$ cat config.mk
export PLATFORM = sky130hd
export DESIGN_NAME = cpld_led_ctrl_top
export DESIGN_NICKNAME = d
export VERILOG_FILES = /design/src/source/i2c_pkg.sv /design/src/source/cpld_led_ctrl_top.sv /design/src/source/cpld_write_sequencer.sv /design/src/source/i2c_byte_engine.sv /design/src/source/i2c_scl_timer.sv /design/src/source/i2c_line_filter.sv
export SDC_FILE = /design/constraint.sdc
export NUM_CORES = 1
export LEC_CHECK = 0
export BUFFER_PORTS_ARGS = -buffer_cell sky130_fd_sc_hd__buf_2
export CORE_ASPECT_RATIO = 0.7
export CORE_UTILIZATION = 65
export CTS_CLUSTER_DIAMETER = 120
export DETAILED_ROUTE_END_ITERATION = 8
export PLACE_DENSITY = 0.88
export SYNTH_ARGS = -nofsm -noshare
export SYNTH_HDL_FRONTEND = slang
export SYNTH_SLANG_ARGS = --single-unit
$ cat constraint.sdc
create_clock -name clk -period 5.6 [get_ports clk]
set_input_delay 0.28 -clock clk [delete_from_list [all_inputs] [get_ports clk]]
set_output_delay 0.28 -clock clk [all_outputs]
set_load 0.005 [all_outputs]
$ cat src/source/i2c_pkg.sv
package i2c_pkg;

    //////////////////////////////
    // Bus level data types
    //////////////////////////////

    // One byte as it is shifted on SDA
    typedef logic [7:0] i2c_byte_t;

    // Target address without the direction bit
    typedef logic [6:0] i2c_addr_t;

    // Bit position inside the byte being shifted, MSB first
    typedef logic [2:0] bit_idx_t;

    // Divider count for one SCL quarter period
    typedef logic [15:0] div_cnt_t;

    //////////////////////////////
    // Phases and state machines
    //////////////////////////////

    // The four quarters of one SCL period in the order they occur
    typedef enum logic [1:0] {
        Q_LOW_SETUP,
        Q_RISE,
        Q_HIGH_SAMPLE,
        Q_FALL
    } quarter_t;

    typedef enum logic [2:0] {
        ENG_IDLE,
        ENG_START,
        ENG_SHIFT,
        ENG_ACK,
        ENG_STOP
    } engine_state_t;

    typedef enum logic [2:0] {
        SEQ_IDLE,
        SEQ_START,
        SEQ_ADDR,
        SEQ_REG,
        SEQ_VALUE,
        SEQ_STOP,
        SEQ_DONE
    } seq_state_t;

    // Commands that the sequencer hands to the byte engine
    typedef enum logic [1:0] {
        CMD_START,
        CMD_WRITE,
        CMD_STOP
    } eng_cmd_t;

endpackage
$ cat src/source/cpld_led_ctrl_top.sv
`timescale 1ns/1ps

module cpld_led_ctrl_top #(
    parameter i2c_pkg::div_cnt_t  QUARTER_DIV   = 16'd250,
    parameter int                 FILTER_STAGES = 2,
    parameter i2c_pkg::i2c_addr_t CPLD_ADDR     = 7'h3E,
    parameter i2c_pkg::i2c_byte_t CTRL_REG      = 8'h02,
    parameter i2c_pkg::i2c_byte_t LED_VALUE     = 8'h01
) (
    input  logic clk,
    input  logic reset,
    input  logic start_i,
    input  logic scl_i,
    input  logic sda_i,
    output logic scl_low_o,
    output logic sda_low_o,
    output logic busy_o,
    output logic done_o,
    output logic nack_o
);

    // Command handshake between sequencer and engine
    logic               cmd_valid;
    logic               cmd_ready;
    logic               cmd_done;
    logic               cmd_nack;
    i2c_pkg::eng_cmd_t  cmd;
    i2c_pkg::i2c_byte_t cmd_byte;

    // Engine timing and bus readback
    logic               scl_run;
    logic               phase_tick;
    i2c_pkg::quarter_t  phase;
    logic               scl_filt;
    logic               sda_filt;

    //////////////////////////////
    // Bus input conditioning
    //////////////////////////////

    i2c_line_filter #(
        .FILTER_STAGES (FILTER_STAGES)
    ) i2c_line_filter_inst (
        .clk        (clk),
        .reset      (reset),
        .scl_i      (scl_i),
        .sda_i      (sda_i),
        .scl_filt_o (scl_filt),
        .sda_filt_o (sda_filt)
    );

    i2c_scl_timer #(
        .QUARTER_DIV (QUARTER_DIV)
    ) i2c_scl_timer_inst (
        .clk          (clk),
        .reset        (reset),
        .run_i        (scl_run),
        .phase_tick_o (phase_tick),
        .phase_o      (phase)
    );

    //////////////////////////////
    // Bit engine and sequencer
    //////////////////////////////

    i2c_byte_engine i2c_byte_engine_inst (
        .clk          (clk),
        .reset        (reset),
        .cmd_valid_i  (cmd_valid),
        .cmd_i        (cmd),
        .cmd_byte_i   (cmd_byte),
        .cmd_ready_o  (cmd_ready),
        .cmd_done_o   (cmd_done),
        .cmd_nack_o   (cmd_nack),
        .phase_tick_i (phase_tick),
        .phase_i      (phase),
        .scl_filt_i   (scl_filt),
        .sda_filt_i   (sda_filt),
        .scl_run_o    (scl_run),
        .scl_low_o    (scl_low_o),
        .sda_low_o    (sda_low_o)
    );

    cpld_write_sequencer #(
        .CPLD_ADDR (CPLD_ADDR),
        .CTRL_REG  (CTRL_REG),
        .LED_VALUE (LED_VALUE)
    ) cpld_write_sequencer_inst (
        .clk         (clk),
        .reset       (reset),
        .start_i     (start_i),
        .cmd_ready_i (cmd_ready),
        .cmd_done_i  (cmd_done),
        .cmd_nack_i  (cmd_nack),
        .cmd_valid_o (cmd_valid),
        .cmd_o       (cmd),
        .cmd_byte_o  (cmd_byte),
        .busy_o      (busy_o),
        .done_o      (done_o),
        .nack_o      (nack_o)
    );

endmodule

$ cat src/source/cpld_write_sequencer.sv
`timescale 1ns/1ps

module cpld_write_sequencer #(
    parameter i2c_pkg::i2c_addr_t CPLD_ADDR = 7'h3E,
    parameter i2c_pkg::i2c_byte_t CTRL_REG  = 8'h02,
    parameter i2c_pkg::i2c_byte_t LED_VALUE = 8'h01
) (
    input  logic               clk,
    input  logic               reset,
    input  logic               start_i,
    input  logic               cmd_ready_i,
    input  logic               cmd_done_i,
    input  logic               cmd_nack_i,
    output logic               cmd_valid_o,
    output i2c_pkg::eng_cmd_t  cmd_o,
    output i2c_pkg::i2c_byte_t cmd_byte_o,
    output logic               busy_o,
    output logic               done_o,
    output logic               nack_o
);

    i2c_pkg::seq_state_t state_q;
    logic                cmd_valid_q;
    logic                done_q;
    logic                nack_seen_q;
    logic                nack_q;

    //////////////////////////////
    // Transaction FSM
    //////////////////////////////

    always_ff @(posedge clk or posedge reset) begin
        if (reset) begin
            state_q     <= i2c_pkg::SEQ_IDLE;
            cmd_valid_q <= 1'b0;
            done_q      <= 1'b0;
            nack_seen_q <= 1'b0;
            nack_q      <= 1'b0;
        end else begin
            done_q <= 1'b0;
            // Drop the request once the engine has taken it
            if (cmd_valid_q && cmd_ready_i) begin
                cmd_valid_q <= 1'b0;
            end
            case (state_q)
                i2c_pkg::SEQ_IDLE: begin
                    if (start_i) begin
                        state_q     <= i2c_pkg::SEQ_START;
                        cmd_valid_q <= 1'b1;
                        nack_seen_q <= 1'b0;
                        nack_q      <= 1'b0;
                    end
                end
                i2c_pkg::SEQ_START: begin
                    if (cmd_done_i) begin
                        state_q     <= i2c_pkg::SEQ_ADDR;
                        cmd_valid_q <= 1'b1;
                    end
                end
                i2c_pkg::SEQ_ADDR, i2c_pkg::SEQ_REG, i2c_pkg::SEQ_VALUE: begin
                    if (cmd_done_i) begin
                        cmd_valid_q <= 1'b1;
                        if (cmd_nack_i) begin
                            // Remaining bytes are skipped and the bus is freed
                            nack_seen_q <= 1'b1;
                            state_q     <= i2c_pkg::SEQ_STOP;
                        end else if (state_q == i2c_pkg::SEQ_ADDR) begin
                            state_q <= i2c_pkg::SEQ_REG;
                        end else if (state_q == i2c_pkg::SEQ_REG) begin
                            state_q <= i2c_pkg::SEQ_VALUE;
                        end else begin
                            state_q <= i2c_pkg::SEQ_STOP;
                        end
                    end
                end
                i2c_pkg::SEQ_STOP: begin
                    if (cmd_done_i) begin
                        state_q <= i2c_pkg::SEQ_DONE;
                    end
                end
                default: begin
                    // Result and done are published together
                    done_q  <= 1'b1;
                    nack_q  <= nack_seen_q;
                    state_q <= i2c_pkg::SEQ_IDLE;
                end
            endcase
        end
    end

    // Command and byte follow the state so they stay stable while valid is up
    always_comb begin
        cmd_o      = i2c_pkg::CMD_WRITE;
        cmd_byte_o = '0;
        case (state_q)
            i2c_pkg::SEQ_START: cmd_o      = i2c_pkg::CMD_START;
            i2c_pkg::SEQ_STOP:  cmd_o      = i2c_pkg::CMD_STOP;
            // Write direction bit is 0
            i2c_pkg::SEQ_ADDR:  cmd_byte_o = {CPLD_ADDR, 1'b0};
            i2c_pkg::SEQ_REG:   cmd_byte_o = CTRL_REG;
            i2c_pkg::SEQ_VALUE: cmd_byte_o = LED_VALUE;
            default:            cmd_byte_o = '0;
        endcase
    end

    assign cmd_valid_o = cmd_valid_q;
    assign busy_o      = (state_q != i2c_pkg::SEQ_IDLE);
    assign done_o      = done_q;
    assign nack_o      = nack_q;

endmodule

$ cat src/source/i2c_byte_engine.sv
`timescale 1ns/1ps

module i2c_byte_engine (
    input  logic               clk,
    input  logic               reset,
    input  logic               cmd_valid_i,
    input  i2c_pkg::eng_cmd_t  cmd_i,
    input  i2c_pkg::i2c_byte_t cmd_byte_i,
    output logic               cmd_ready_o,
    output logic               cmd_done_o,
    output logic               cmd_nack_o,
    input  logic               phase_tick_i,
    input  i2c_pkg::quarter_t  phase_i,
    input  logic               scl_filt_i,
    input  logic               sda_filt_i,
    output logic               scl_run_o,
    output logic               scl_low_o,
    output logic               sda_low_o
);

    i2c_pkg::engine_state_t state_q;
    i2c_pkg::i2c_byte_t     shift_q;
    i2c_pkg::bit_idx_t      bit_idx_q;
    logic                   scl_low_q;
    logic                   sda_low_q;
    logic                   done_q;
    logic                   nack_q;
    logic                   high_seen_q;
    logic                   high_event;

    // Commands are only taken while no bus operation is running
    assign cmd_ready_o = (state_q == i2c_pkg::ENG_IDLE);
    assign scl_run_o   = (state_q != i2c_pkg::ENG_IDLE);

    // First cycle inside the high quarter where SCL reads back high
    // This is where START and STOP move SDA and where ACK is sampled
    assign high_event = scl_run_o && !phase_tick_i && !high_seen_q
                        && (phase_i == i2c_pkg::Q_HIGH_SAMPLE) && scl_filt_i;

    //////////////////////////////
    // Byte register
    //////////////////////////////

    always_ff @(posedge clk) begin
        if (cmd_ready_o && cmd_valid_i && (cmd_i == i2c_pkg::CMD_WRITE)) begin
            shift_q <= cmd_byte_i;
        end
    end

    //////////////////////////////
    // Bit level FSM
    //////////////////////////////

    always_ff @(posedge clk or posedge reset) begin
        if (reset) begin
            state_q     <= i2c_pkg::ENG_IDLE;
            bit_idx_q   <= 3'd7;
            scl_low_q   <= 1'b0;
            sda_low_q   <= 1'b0;
            done_q      <= 1'b0;
            nack_q      <= 1'b0;
            high_seen_q <= 1'b0;
        end else begin
            done_q <= 1'b0;
            if (state_q == i2c_pkg::ENG_IDLE) begin
                // Both lines hold their last level while waiting for a command
                if (cmd_valid_i) begin
                    case (cmd_i)
                        i2c_pkg::CMD_START: begin
                            state_q <= i2c_pkg::ENG_START;
                        end
                        i2c_pkg::CMD_WRITE: begin
                            state_q   <= i2c_pkg::ENG_SHIFT;
                            bit_idx_q <= 3'd7;
                        end
                        default: begin
                            state_q <= i2c_pkg::ENG_STOP;
                        end
                    endcase
                end
            end else if (phase_tick_i) begin
                case (phase_i)
                    i2c_pkg::Q_LOW_SETUP: begin
                        // SCL is low here so SDA may change for data and ACK
                        case (state_q)
                            i2c_pkg::ENG_SHIFT: sda_low_q <= ~shift_q[bit_idx_q];
                            i2c_pkg::ENG_ACK:   sda_low_q <= 1'b0;
                            i2c_pkg::ENG_STOP:  sda_low_q <= 1'b1;
                            default:            sda_low_q <= sda_low_q;
                        endcase
                    end
                    i2c_pkg::Q_RISE: begin
                        scl_low_q <= 1'b0;
                    end
                    i2c_pkg::Q_HIGH_SAMPLE: begin
                        // Arm the high event for this quarter
                        high_seen_q <= 1'b0;
                    end
                    default: begin
                        // Q_FALL ends the bit and in most cases the command
                        case (state_q)
                            i2c_pkg::ENG_SHIFT: begin
                                scl_low_q <= 1'b1;
                                if (bit_idx_q == 3'd0) begin
                                    state_q <= i2c_pkg::ENG_ACK;
                                    // Counts as NACK unless SDA is seen low
                                    nack_q  <= 1'b1;
                                end else begin
                                    bit_idx_q <= bit_idx_q - 3'd1;
                                end
                            end
                            i2c_pkg::ENG_STOP: begin
                                // SCL stays released once the bus is free
                                state_q <= i2c_pkg::ENG_IDLE;
                                done_q  <= 1'b1;
                            end
                            default: begin
                                scl_low_q <= 1'b1;
                                state_q   <= i2c_pkg::ENG_IDLE;
                                done_q    <= 1'b1;
                            end
                        endcase
                    end
                endcase
            end else if (high_event) begin
                high_seen_q <= 1'b1;
                case (state_q)
                    // SDA falls while SCL is high
                    i2c_pkg::ENG_START: sda_low_q <= 1'b1;
                    i2c_pkg::ENG_ACK:   nack_q    <= sda_filt_i;
                    // SDA rises while SCL is high
                    i2c_pkg::ENG_STOP:  sda_low_q <= 1'b0;
                    default:            sda_low_q <= sda_low_q;
                endcase
            end
        end
    end

    assign cmd_done_o = done_q;
    assign cmd_nack_o = nack_q;
    assign scl_low_o  = scl_low_q;
    assign sda_low_o  = sda_low_q;

endmodule

$ cat src/source/i2c_scl_timer.sv
`timescale 1ns/1ps

module i2c_scl_timer #(
    parameter i2c_pkg::div_cnt_t QUARTER_DIV = 16'd250
) (
    input  logic              clk,
    input  logic              reset,
    input  logic              run_i,
    output logic              phase_tick_o,
    output i2c_pkg::quarter_t phase_o
);

    i2c_pkg::div_cnt_t cnt_q;
    i2c_pkg::quarter_t phase_q;

    //////////////////////////////
    // Quarter period divider
    //////////////////////////////

    always_ff @(posedge clk or posedge reset) begin
        if (reset) begin
            cnt_q   <= '0;
            phase_q <= i2c_pkg::Q_LOW_SETUP;
        end else if (!run_i) begin
            // Idle bus keeps the divider parked at the start of a low phase
            cnt_q   <= '0;
            phase_q <= i2c_pkg::Q_LOW_SETUP;
        end else if (cnt_q == QUARTER_DIV - 16'd1) begin
            cnt_q   <= '0;
            // Enum order follows the bus order so the phase wraps after Q_FALL
            phase_q <= i2c_pkg::quarter_t'(phase_q + 2'd1);
        end else begin
            cnt_q <= cnt_q + 16'd1;
        end
    end

    // The tick marks the first cycle of each quarter
    // It fires on the very first cycle that run_i is high
    assign phase_tick_o = run_i && (cnt_q == '0);
    assign phase_o      = phase_q;

endmodule

$ cat src/source/i2c_line_filter.sv
`timescale 1ns/1ps

module i2c_line_filter #(
    parameter int FILTER_STAGES = 2
) (
    input  logic clk,
    input  logic reset,
    input  logic scl_i,
    input  logic sda_i,
    output logic scl_filt_o,
    output logic sda_filt_o
);

    // Run counter must be able to hold FILTER_STAGES - 1
    localparam int CNT_W = $clog2(FILTER_STAGES) + 1;

    // Index 0 is SCL and index 1 is SDA
    logic [1:0]       line_in;
    logic [1:0]       sync_q1;
    logic [1:0]       sync_q2;
    logic [1:0]       filt_q;
    logic [CNT_W-1:0] run_cnt_q [2];

    assign line_in = {sda_i, scl_i};

    // Both lines get the same synchronizer and run-length filter
    for (genvar i = 0; i < 2; i++) begin : g_line
        always_ff @(posedge clk or posedge reset) begin
            if (reset) begin
                // Released bus level until the lines have been seen
                sync_q1[i]   <= 1'b1;
                sync_q2[i]   <= 1'b1;
                filt_q[i]    <= 1'b1;
                run_cnt_q[i] <= '0;
            end else begin
                sync_q1[i] <= line_in[i];
                sync_q2[i] <= sync_q1[i];
                if (sync_q2[i] == filt_q[i]) begin
                    // A sample equal to the output breaks any run in progress
                    run_cnt_q[i] <= '0;
                end else if (run_cnt_q[i] == CNT_W'(FILTER_STAGES - 1)) begin
                    filt_q[i]    <= sync_q2[i];
                    run_cnt_q[i] <= '0;
                end else begin
                    run_cnt_q[i] <= run_cnt_q[i] + CNT_W'(1);
                end
            end
        end
    end

    assign scl_filt_o = filt_q[0];
    assign sda_filt_o = filt_q[1];

endmodule

==> results of run 1 <==
## area by class of cell
type                       count  share of cell area
inverter                      13              0.0187
sequential                    49               0.479
clock inverter                 2             0.00622
multi-input combinational    172               0.419
timing repair buffer           9              0.0172
tap                           50              0.0239
clock buffer                   6              0.0359
## cell usage after synthesis, types with 3 or more instances
cell	count	area, um2
dfrtp_1	37	926
nor2_1	35	131
nand2_1	18	67.6
o21ai_0	14	70.1
inv_1	13	48.8
xnor2_1	10	87.6
dfstp_2	9	236
ha_1	9	113
nand3_1	9	45.0
xor2_1	9	78.8
nand4_1	6	37.5
a21oi_1	5	25.0
and2_1	5	31.3
and3_1	5	31.3
nor2b_1	5	31.3
buf_2	4	20.0
nor3_1	4	20.0
a31oi_1	3	18.8
and4_1	3	26.3
edfxtp_1	3	90.1
mux2i_1	3	30.0
nor4_1	3	18.8
## power by group
group	switching, mW	internal (mW)	leakage, nW	total [mW]
logic	0.0191	0.0205	0.525	0.0396
registers	0.0133	0.380	0.599	0.393
clock network	0.120	0.116	0.0525	0.236
total	0.153	0.516	1.18	0.669
## worst register-to-register path, delay by kind of cell (launching register included)
kind            cells  cell delay, ns
buf+inv             1            0.07
simple gates        2            0.30
fa+ha+maj           1            0.20
compound gates      3            0.97
flops               1            0.59
## per-layer routing
layer	up-vias	part of all wire	wire [um]	GRT usage
met1	822	0.52	2200	0.354
met5	-	0	0	0
li1	861	-	-	-
met4	0	0.0028	12	0.0556
met3	2	0.048	203	0.0667
met2	30	0.43	1820	0.336
## cells by family after synthesis
family                     Yosys count  synth area share
adders and majority gates            9            0.0460
DFF                                 49             0.512
and+or+nand+nor                    102             0.210
AOI/OAI and AO/OA                   37             0.102
muxes                                5            0.0215
xor gates and xnor gates            19            0.0680
buffers and inverters               21            0.0404
## state kept, by name, summed over array words and instances (netlist names)
signal / count
i2c_line_filter_inst.sync_q2: 2
i2c_byte_engine_inst.state_q: 3
i2c_line_filter_inst.scl_filt_o: 1
i2c_scl_timer_inst.phase_o: 2
i2c_byte_engine_inst.high_seen_q: 1
i2c_line_filter_inst.run_cnt_q: 4
cpld_write_sequencer_inst.done_o: 1
i2c_byte_engine_inst.bit_idx_q: 3
i2c_scl_timer_inst.cnt_q: 16
cpld_write_sequencer_inst.cmd_valid_o: 1
i2c_byte_engine_inst.cmd_done_o: 1
i2c_line_filter_inst.sync_q1: 2
i2c_byte_engine_inst.cmd_nack_o: 1
cpld_write_sequencer_inst.nack_o: 1
i2c_byte_engine_inst.shift_q: 3
i2c_byte_engine_inst.scl_low_o: 1
cpld_write_sequencer_inst.state_q: 3
cpld_write_sequencer_inst.nack_seen_q: 1
i2c_line_filter_inst.sda_filt_o: 1
i2c_byte_engine_inst.sda_low_o: 1
## metrics by stage
stage | std cells | utilization | worst slack [ns] | power, mW | hold WS (ns)
after floorplan | 242 | - | 3.59 | 0.428 | 0.284
after global placement | 293 | 0.704 | 3.48 | 0.437 | 0.346
after detailed placement | 293 | 0.704 | 3.46 | 0.441 | 0.348
after CTS | 301 | 0.735 | 3.42 | 0.673 | 0.0660
after global routing | 301 | 0.735 | 3.22 | 0.698 | 0.0523
final | 301 | 0.735 | 3.40 | 0.669 | 0.0666
## final timing paths
kind / startpoint / to / depth (start not counted)
max: i2c_byte_engine_inst.bit_idx_q[0] / i2c_byte_engine_inst.bit_idx_q[2] / 7
min: scl_i / i2c_line_filter_inst.sync_q1[0] / 1
max reg2reg: i2c_byte_engine_inst.bit_idx_q[0] / i2c_byte_engine_inst.bit_idx_q[2] / 7
min reg2reg: i2c_line_filter_inst.sync_q1[1] / i2c_line_filter_inst.sync_q2[1] / 0
max in group asynchronous: reset / i2c_scl_timer_inst.cnt_q[13] / 2
min in group asynchronous: reset / i2c_scl_timer_inst.phase_o[1] / 2
==> impl_metrics.json, run 1 <==
{
  "maxCapViolations": 0,
  "cp.buffers_inverters": 1,
  "final_cell_mix": "dfrtp_1, nor2_1, nand2_1",
  "cp_slowest_cell": "dfstp_2",
  "fin_nets": 264,
  "synthFlopType": "dfrtp_1",
  "coreArea_um2": 3560,
  "synth_edf_count": 3,
  "diodes": 0,
  "yosysSeqAreaShare": 0.512,
  "root_buffer": "clkbuf_8",
  "antenna_left": 0,
  "syn_avg_cell_area_um2": 10.1,
  "setup_viol": 0,
  "ys_types": 44,
  "power.density_nw_per_um2": 256,
  "multi_input_area_um2": 1090,
  "num_vias": 1715,
  "grt_pass1_vias": 1472,
  "first_pass_iters": 4,
  "fillCellCount": 263,
  "insertion_delay_ns": 0.30,
  "numCtsBuffers": 5,
  "path_cells": "inv_1 -> ha_1 -> and3b_1 -> a2111oi_2 -> o21a_1 -> nor2_1 -> a311oi_2",
  "finalHoldViolations": 0,
  "path_delay_family": "compound AO/OA/AOI/OAI gates",
  "wire_per_inst_um": 14.1,
  "port_buffers": 9,
  "outcome": "complete, no violations",
  "antenna_found_initial": 0,
  "netlist_area_um2": 2450,
  "place_area_um2": 2500,
  "pin_count": 10,
  "slew_viol_final": 0,
  "area_delta_synth_final_pct": 6.85,
  "clock_path_buffers": 2,
  "drc": 0,
  "globalRouteOverflowTotal": 0,
  "cp.required_ns": 5.82,
  "leakage_nw": 1.18,
  "drt_wl_total_um": 4240,
  "die_area_um2": 4020,
  "place.gp.congestion": 0.827,
  "cts.htree.levels": 2,
  "cts_tree": "built",
  "place_hpwl_um": 2940,
  "final_common_cell": "dfrtp_1",
  "setup_tns_ns": 0,
  "worstMarginPinSlew_ns": 0.894,
  "end_kind": "register",
  "grt_start_max_net_pins": 47,
  "crit_type": "reg2reg",
  "min-delay-path-class": "in2reg",
  "die_width_um": 75.3,
  "r2r_setup_slack_ns": 3.40,
  "syn_nets": 256,
  "final.period_utilization": 0.393,
  "seqCellArea_um2": 1250,
  "grt_pass1_wl_um": 6910,
  "cts_resized": 0,
  "fmax_mhz": 454,
  "drtIter0Drc": 109,
  "finClkSkew_ns": 0.0115,
  "arrival_ns": 2.42,
  "ys_ff_latch": 49,
  "numClockSinks": 49,
  "fp-row-count": 18,
  "min_period_ns": 2.20,
  "clk_pin_slew_ns": 0.10,
  "die_h_um": 53.3,
  "synthArstFlopShare": 0.939,
  "avgViaCountPerCell": 5.70,
  "cts_setup_buffers": 0,
  "start_kind": "register",
  "max_stage_delay_ns": 0.59,
  "drive_above_1_share": 0.127,
  "cts_hold_buffers": 0,
  "final_cell_area_um2": 2610,
  "relSlewSlack": 0.403,
  "syn_inst": 242,
  "start_util": 0.687,
  "grt_usage": 0.236,
  "grt_setup_unrepaired": "no",
  "synth-warning-count": 0,
  "path_max_fanout": 7,
  "ir_drop_v": 0.000178
}
Note: power is estimated with default switching activity, not from simulation.
==> run 2, diff against run 1 <==
--- a/config.mk
+++ b/config.mk
@@ -7,10 +7,10 @@
 export LEC_CHECK = 0
 export BUFFER_PORTS_ARGS = -buffer_cell sky130_fd_sc_hd__buf_2
 export CORE_ASPECT_RATIO = 0.7
-export CORE_UTILIZATION = 65
+export CORE_UTILIZATION = 61
 export CTS_CLUSTER_DIAMETER = 120
 export DETAILED_ROUTE_END_ITERATION = 8
-export PLACE_DENSITY = 0.88
+export PLACE_DENSITY = 0.84
 export SYNTH_ARGS = -nofsm -noshare
 export SYNTH_HDL_FRONTEND = slang
 export SYNTH_SLANG_ARGS = --single-unit
==> constraint.sdc (replaced) <==
create_clock -name clk -period 2.2 [get_ports clk]
set_input_delay 0.11 -clock clk [delete_from_list [all_inputs] [get_ports clk]]
set_output_delay 0.11 -clock clk [all_outputs]
set_load 0.005 [all_outputs]
==> run 2 against run 1 <==
The run now ends with negative hold slack left. Flip-flop and latch count unchanged. Sequential share of layout area decreased by 1.2 points. Worst setup slack got worse by 3.2 ns. Via count increased by 2.4%. Critical path depth unchanged. Sequential power increased to 2.5 times the previous value. Cell count increased by 1.7%. Clock skew decreased by 0.0070 ns. Largest cell class unchanged. Highest routed layer unchanged.
==> impl_metrics.json, run 2 (synthesized netlist as in run 1, its figures left out) <==
{
  "violations": "negative hold slack",
  "switching_power_uw": 390,
  "finalPower_mw": 1.78,
  "largest_reg_flops": 16,
  "port_buffers": 9,
  "numClockSinks": 49,
  "r2r_cells": 7,
  "fp-row-count": 18,
  "coreArea_um2": 3670,
  "finClkSkew_ns": 0.00453,
  "final.period_utilization": 0.928,
  "relSlewSlack": 0.369,
  "final_cell_mix": "dfrtp_1, nor2_1, nand2_1",
  "outcome": "finished with violations",
  "power.density_nw_per_um2": 665,
  "globalRouteOverflowTotal": 0,
  "first_pass_iters": 4,
  "leakage_nw": 1.21,
  "insertion_delay_ns": 0.31,
  "place_area_um2": 2520,
  "drtIter0Drc": 215,
  "cp-startpoint": "i2c_scl_timer_inst.cnt_q[0]",
  "root_buffer": "clkbuf_8",
  "diodes": 0,
  "p_int_mw": 1.39,
  "drive_above_1_share": 0.141,
  "path_max_fanout": 9,
  "r2r_end": "i2c_byte_engine_inst.bit_idx_q[2]",
  "whs_ns": -0.00843,
  "seq_power_share": 0.561,
  "p_clk_frac": 0.379,
  "die_area_um2": 4270,
  "crit_type": "reg2reg",
  "fin_nets": 269,
  "num_vias": 1757,
  "die_h_um": 55.0,
  "setup_tns_ns": 0,
  "place.gp.congestion": 0.876,
  "r2r_setup_slack_ns": 0.16,
  "start_kind": "register",
  "area_delta_synth_final_pct": 9.51,
  "antenna_found_initial": 0,
  "path_delay_family": "simple AND/OR/NAND/NOR gates",
  "reg_top3": "i2c_scl_timer_inst.cnt_q: 16 flops, i2c_line_filter_inst.run_cnt_q: 4 flops",
  "grt_pass1_wl_um": 7330,
  "cp_slowest_cell": "dfrtp_1",
  "maxCapViolations": 0,
  "reg2reg_from": "i2c_scl_timer_inst.cnt_q[0]",
  "cp.required_ns": 2.43,
  "cp-endpoint": "i2c_byte_engine_inst.bit_idx_q[2]",
  "grt_usage": 0.234,
  "numCtsBuffers": 5,
  "clk_pin_slew_ns": 0.09,
  "die_width_um": 77.7,
  "cp.buffers_inverters": 1,
  "drc": 0,
  "min_period_ns": 2.04,
  "max_stage_delay_ns": 0.45,
  "path_cells": "inv_1 -> ha_1 -> nor4b_1 -> and4_1 -> and2_1 -> a211oi_1 -> a311oi_2",
  "fmax_mhz": 490,
  "final_common_cell": "dfrtp_1",
  "grt_setup_unrepaired": "no",
  "p_comb_frac": 0.059,
  "setup_viol": 0,
  "drt_wl_total_um": 4610,
  "arrival_ns": 2.27,
  "grt_start_max_net_pins": 47,
  "ir_drop_v": 0.000468,
  "clock_path_buffers": 2,
  "avgViaCountPerCell": 5.74,
  "worstMarginPinSlew_ns": 0.945,
  "top_register": "i2c_scl_timer_inst.cnt_q",
  "min-delay-path-class": "in2async",
  "slew_viol_final": 0,
  "wire_per_inst_um": 15.1,
  "place_hpwl_um": 3070,
  "end_kind": "register",
  "path_depth": 7,
  "cts.htree.levels": 2,
  "finalHoldViolations": 6,
  "final_util": 0.730,
  "final_cell_area_um2": 2680,
  "cts_tree": "built",
  "pin_count": 10,
  "antenna_left": 0,
  "grt_pass1_vias": 1555,
  "start_util": 0.666,
  "p_sw_frac": 0.219
}
## run 2: changes by cell type in the layout (fill, tap and decap cells not counted), sizes merged
cell and change:
dlygate4sd3 +2, clkinv -1, buf +3, inv +1, bufinv +1, clkinvlp -1
## run 2: how the worst min path moves through the flow
stage               start                          endpoint  slack, ns  depth (start not counted)
floorplan           scl_i   i2c_line_filter_inst.sync_q1[0]       0.11                          0
global placement    scl_i   i2c_line_filter_inst.sync_q1[0]       0.22                          1
detailed placement  sda_i   i2c_line_filter_inst.sync_q1[1]       0.22                          1
CTS                 reset  i2c_byte_engine_inst.high_seen_q       0.04                          2
global route        reset    i2c_byte_engine_inst.scl_low_o       0.08                          2
finish              reset    i2c_byte_engine_inst.sda_low_o     -0.008                          2
## run 2: area by class of cell
cell class	count	area, um2
inverter	13	48.8
tap	50	62.6
fill	239	992
clock inverter	2	36.3
sequential	49	1250
multi-input combinational	172	1110
timing repair buffer	14	87.6
clock buffer	6	82.6
## run 2: timing repair
action                                  CTS  global route
resized for setup                         0             2
buffers inserted                          0             1
hold endpoints to repair                  2             0
hold buffers                              2             0
endpoints found under the setup margin    0             2
## run 2: power by group through the flow
stage	clock (mW)	sequential, mW	combinational [mW]
after CTS	0.681	0.999	0.107
after detailed placement	0	1.02	0.103
after global placement	0	1.02	0.0973
after global routing	0.711	1.01	0.119
final	0.676	1.00	0.106
after floorplan	0	1.01	0.0810
## run 2: per-layer routing
metal,up-vias,GRT usage,share of wire
met5,-,0,0
met4,0,0.113,0.013
met1,824,0.332,0.50
met3,7,0.0574,0.079
li1,863,-,-
met2,63,0.338,0.41
## run 2: metrics by stage
step,worst slack (ns),instances
after floorplan,0.186,242
after global placement,0.184,295
after detailed placement,0.0690,295
after CTS,0.0589,305
after global routing,0.000848,306
final,0.159,306
==> run 3, diff against run 2 <==
--- a/config.mk
+++ b/config.mk
@@ -6,7 +6,7 @@
 export NUM_CORES = 1
 export LEC_CHECK = 0
 export BUFFER_PORTS_ARGS = -buffer_cell sky130_fd_sc_hd__buf_2
-export CORE_ASPECT_RATIO = 0.7
+export CORE_ASPECT_RATIO = 1.4
 export CORE_UTILIZATION = 61
 export CTS_CLUSTER_DIAMETER = 120
 export DETAILED_ROUTE_END_ITERATION = 8
==> run 3 against run 2 <==
The run now ends clean. Via count up 0.23%. Cell count down 0.65%. Global-route usage about the same. Clock skew up 0.0015 ns. Die area about the same. Critical path type unchanged. Critical endpoint is now i2c_byte_engine_inst.shift_q[1]. Highest routed layer unchanged.
==> impl_metrics.json, run 3 (synthesized netlist as in run 1, its figures left out) <==
{
  "outcome": "complete, no violations",
  "min_period_ns": 2.07,
  "path_cells": "inv_1 -> ha_1 -> and3b_1 -> a2111oi_2 -> and3_1",
  "cp_slowest_cell": "dfstp_2",
  "root_buffer": "clkbuf_8",
  "start_kind": "register",
  "maxCapViolations": 0,
  "leakage_nw": 1.23,
  "grt_pass1_wl_um": 7820,
  "drtIter0Drc": 72,
  "drt_wl_total_um": 4470,
  "final_cell_area_um2": 2690,
  "seq_power_share": 0.601,
  "pin_count": 10,
  "area_delta_synth_final_pct": 9.77,
  "clock_path_buffers": 2,
  "drive_above_1_share": 0.149,
  "crit_type": "reg2reg",
  "path_delay_family": "flip-flops",
  "arrival_ns": 2.08,
  "numCtsBuffers": 5,
  "diodes": 0,
  "final_util": 0.718,
  "dp_worst_setup_slack_ns": 0.147,
  "worstMarginPinSlew_ns": 0.921,
  "cts.htree.levels": 2,
  "place_hpwl_um": 3120,
  "relSlewSlack": 0.382,
  "grt_start_max_net_pins": 28,
  "drc": 0,
  "max_stage_delay_ns": 0.59,
  "fp-row-count": 26,
  "grt_setup_unrepaired": "no",
  "setup_tns_ns": 0,
  "p_clk_frac": 0.336,
  "finClkSkew_ns": 0.00608,
  "antenna_left": 0,
  "slew_viol_final": 0,
  "numClockSinks": 49,
  "die_area_um2": 4270,
  "fin_nets": 275,
  "final.period_utilization": 0.942,
  "largest_reg_flops": 16,
  "grt_pass1_vias": 1841,
  "cts_setup_buffers": 0,
  "setup_ws_ns": 0.128,
  "finalPower_mw": 1.67,
  "p_comb_frac": 0.063,
  "coreArea_um2": 3740,
  "fmax_mhz": 483,
  "p_sw_frac": 0.214,
  "grt_usage": 0.234,
  "finalHoldViolations": 0,
  "cts_tree": "built",
  "die_width_um": 55.5,
  "start_util": 0.654,
  "clk_pin_slew_ns": 0.08,
  "place.gp.congestion": 0.807,
  "reg_top3": "i2c_scl_timer_inst.cnt_q: 16 flops, i2c_line_filter_inst.run_cnt_q: 4 flops",
  "setup_viol": 0,
  "end_kind": "register",
  "top_register": "i2c_scl_timer_inst.cnt_q",
  "cp.buffers_inverters": 1,
  "p_int_mw": 1.31,
  "insertion_delay_ns": 0.30,
  "min-delay-path-class": "in2reg",
  "port_buffers": 9,
  "final_cell_mix": "dfrtp_1, nor2_1, nand2_1",
  "wire_per_inst_um": 14.7,
  "avgViaCountPerCell": 5.79,
  "power.density_nw_per_um2": 620,
  "first_pass_iters": 4,
  "cts_resized": 0,
  "switching_power_uw": 356,
  "num_vias": 1761,
  "ir_drop_v": 0.000563,
  "cp.required_ns": 2.21,
  "die_h_um": 76.9,
  "cts_hold_buffers": 3,
  "globalRouteOverflowTotal": 0,
  "antenna_found_initial": 0,
  "place_area_um2": 2550,
  "final_common_cell": "dfrtp_1",
  "path_max_fanout": 7
}
==> run 3: metal layers <==
layer,vias to the layer above,GRT usage,part of all wire
met3,11,0.0489,0.019
met5,-,0,0
met1,850,0.271,0.44
met2,23,0.400,0.51
li1,877,-,-
met4,0,0.128,0.025
==> run 3: stage by stage <==
stage	std cells	hold WS (ns)
final	304	0.130
after global routing	304	0.130
after CTS	304	0.120
after detailed placement	293	0.217
after global placement	293	0.215
after floorplan	242	0.114
==> run 3: path summary, 6_finish.rpt <==
path	start	to	slack (ns)	cells after the start
setup / recovery	i2c_byte_engine_inst.bit_idx_q[0]	i2c_byte_engine_inst.shift_q[1]	0.13	5
hold / removal	start_i	cpld_write_sequencer_inst.cmd_valid_o	0.13	3
setup reg to reg	i2c_byte_engine_inst.bit_idx_q[0]	i2c_byte_engine_inst.shift_q[1]	0.13	5
hold reg to reg	i2c_line_filter_inst.sync_q1[0]	i2c_line_filter_inst.sync_q2[0]	0.36	0
max in group asynchronous	reset	cpld_write_sequencer_inst.state_q[2]	1.15	4
min in group asynchronous	reset	i2c_scl_timer_inst.cnt_q[13]	0.44	3
==> run 3: area by class of cell <==
type	count	area [um2]
Clock buffer	7	96.3
Clock inverter	1	5.00
Fill cell	294	1060
Inverter	13	48.8
Multi-Input combinational cell	172	1090
Sequential cell	49	1250
Tap cell	42	52.6
Timing Repair Buffer	20	135
==> run 3: power by group through the flow <==
stage,registers (mW),logic (mW),clock network [mW]
2_1_floorplan,1.01,0.0810,0
3_3_place_gp,1.02,0.0982,0
3_5_place_dp,1.02,0.101,0
4_1_cts,1.00,0.106,0.581
5_1_grt,1.01,0.118,0.612
6_report,1.00,0.104,0.559
==> run 3: worst register-to-register path, cell delays in order (launching register included) <==
cell and delay (ns):
dfstp_2 0.59, inv_1 0.08, ha_1 0.19, and3b_1 0.21, a2111oi_2 0.43, and3_1 0.28
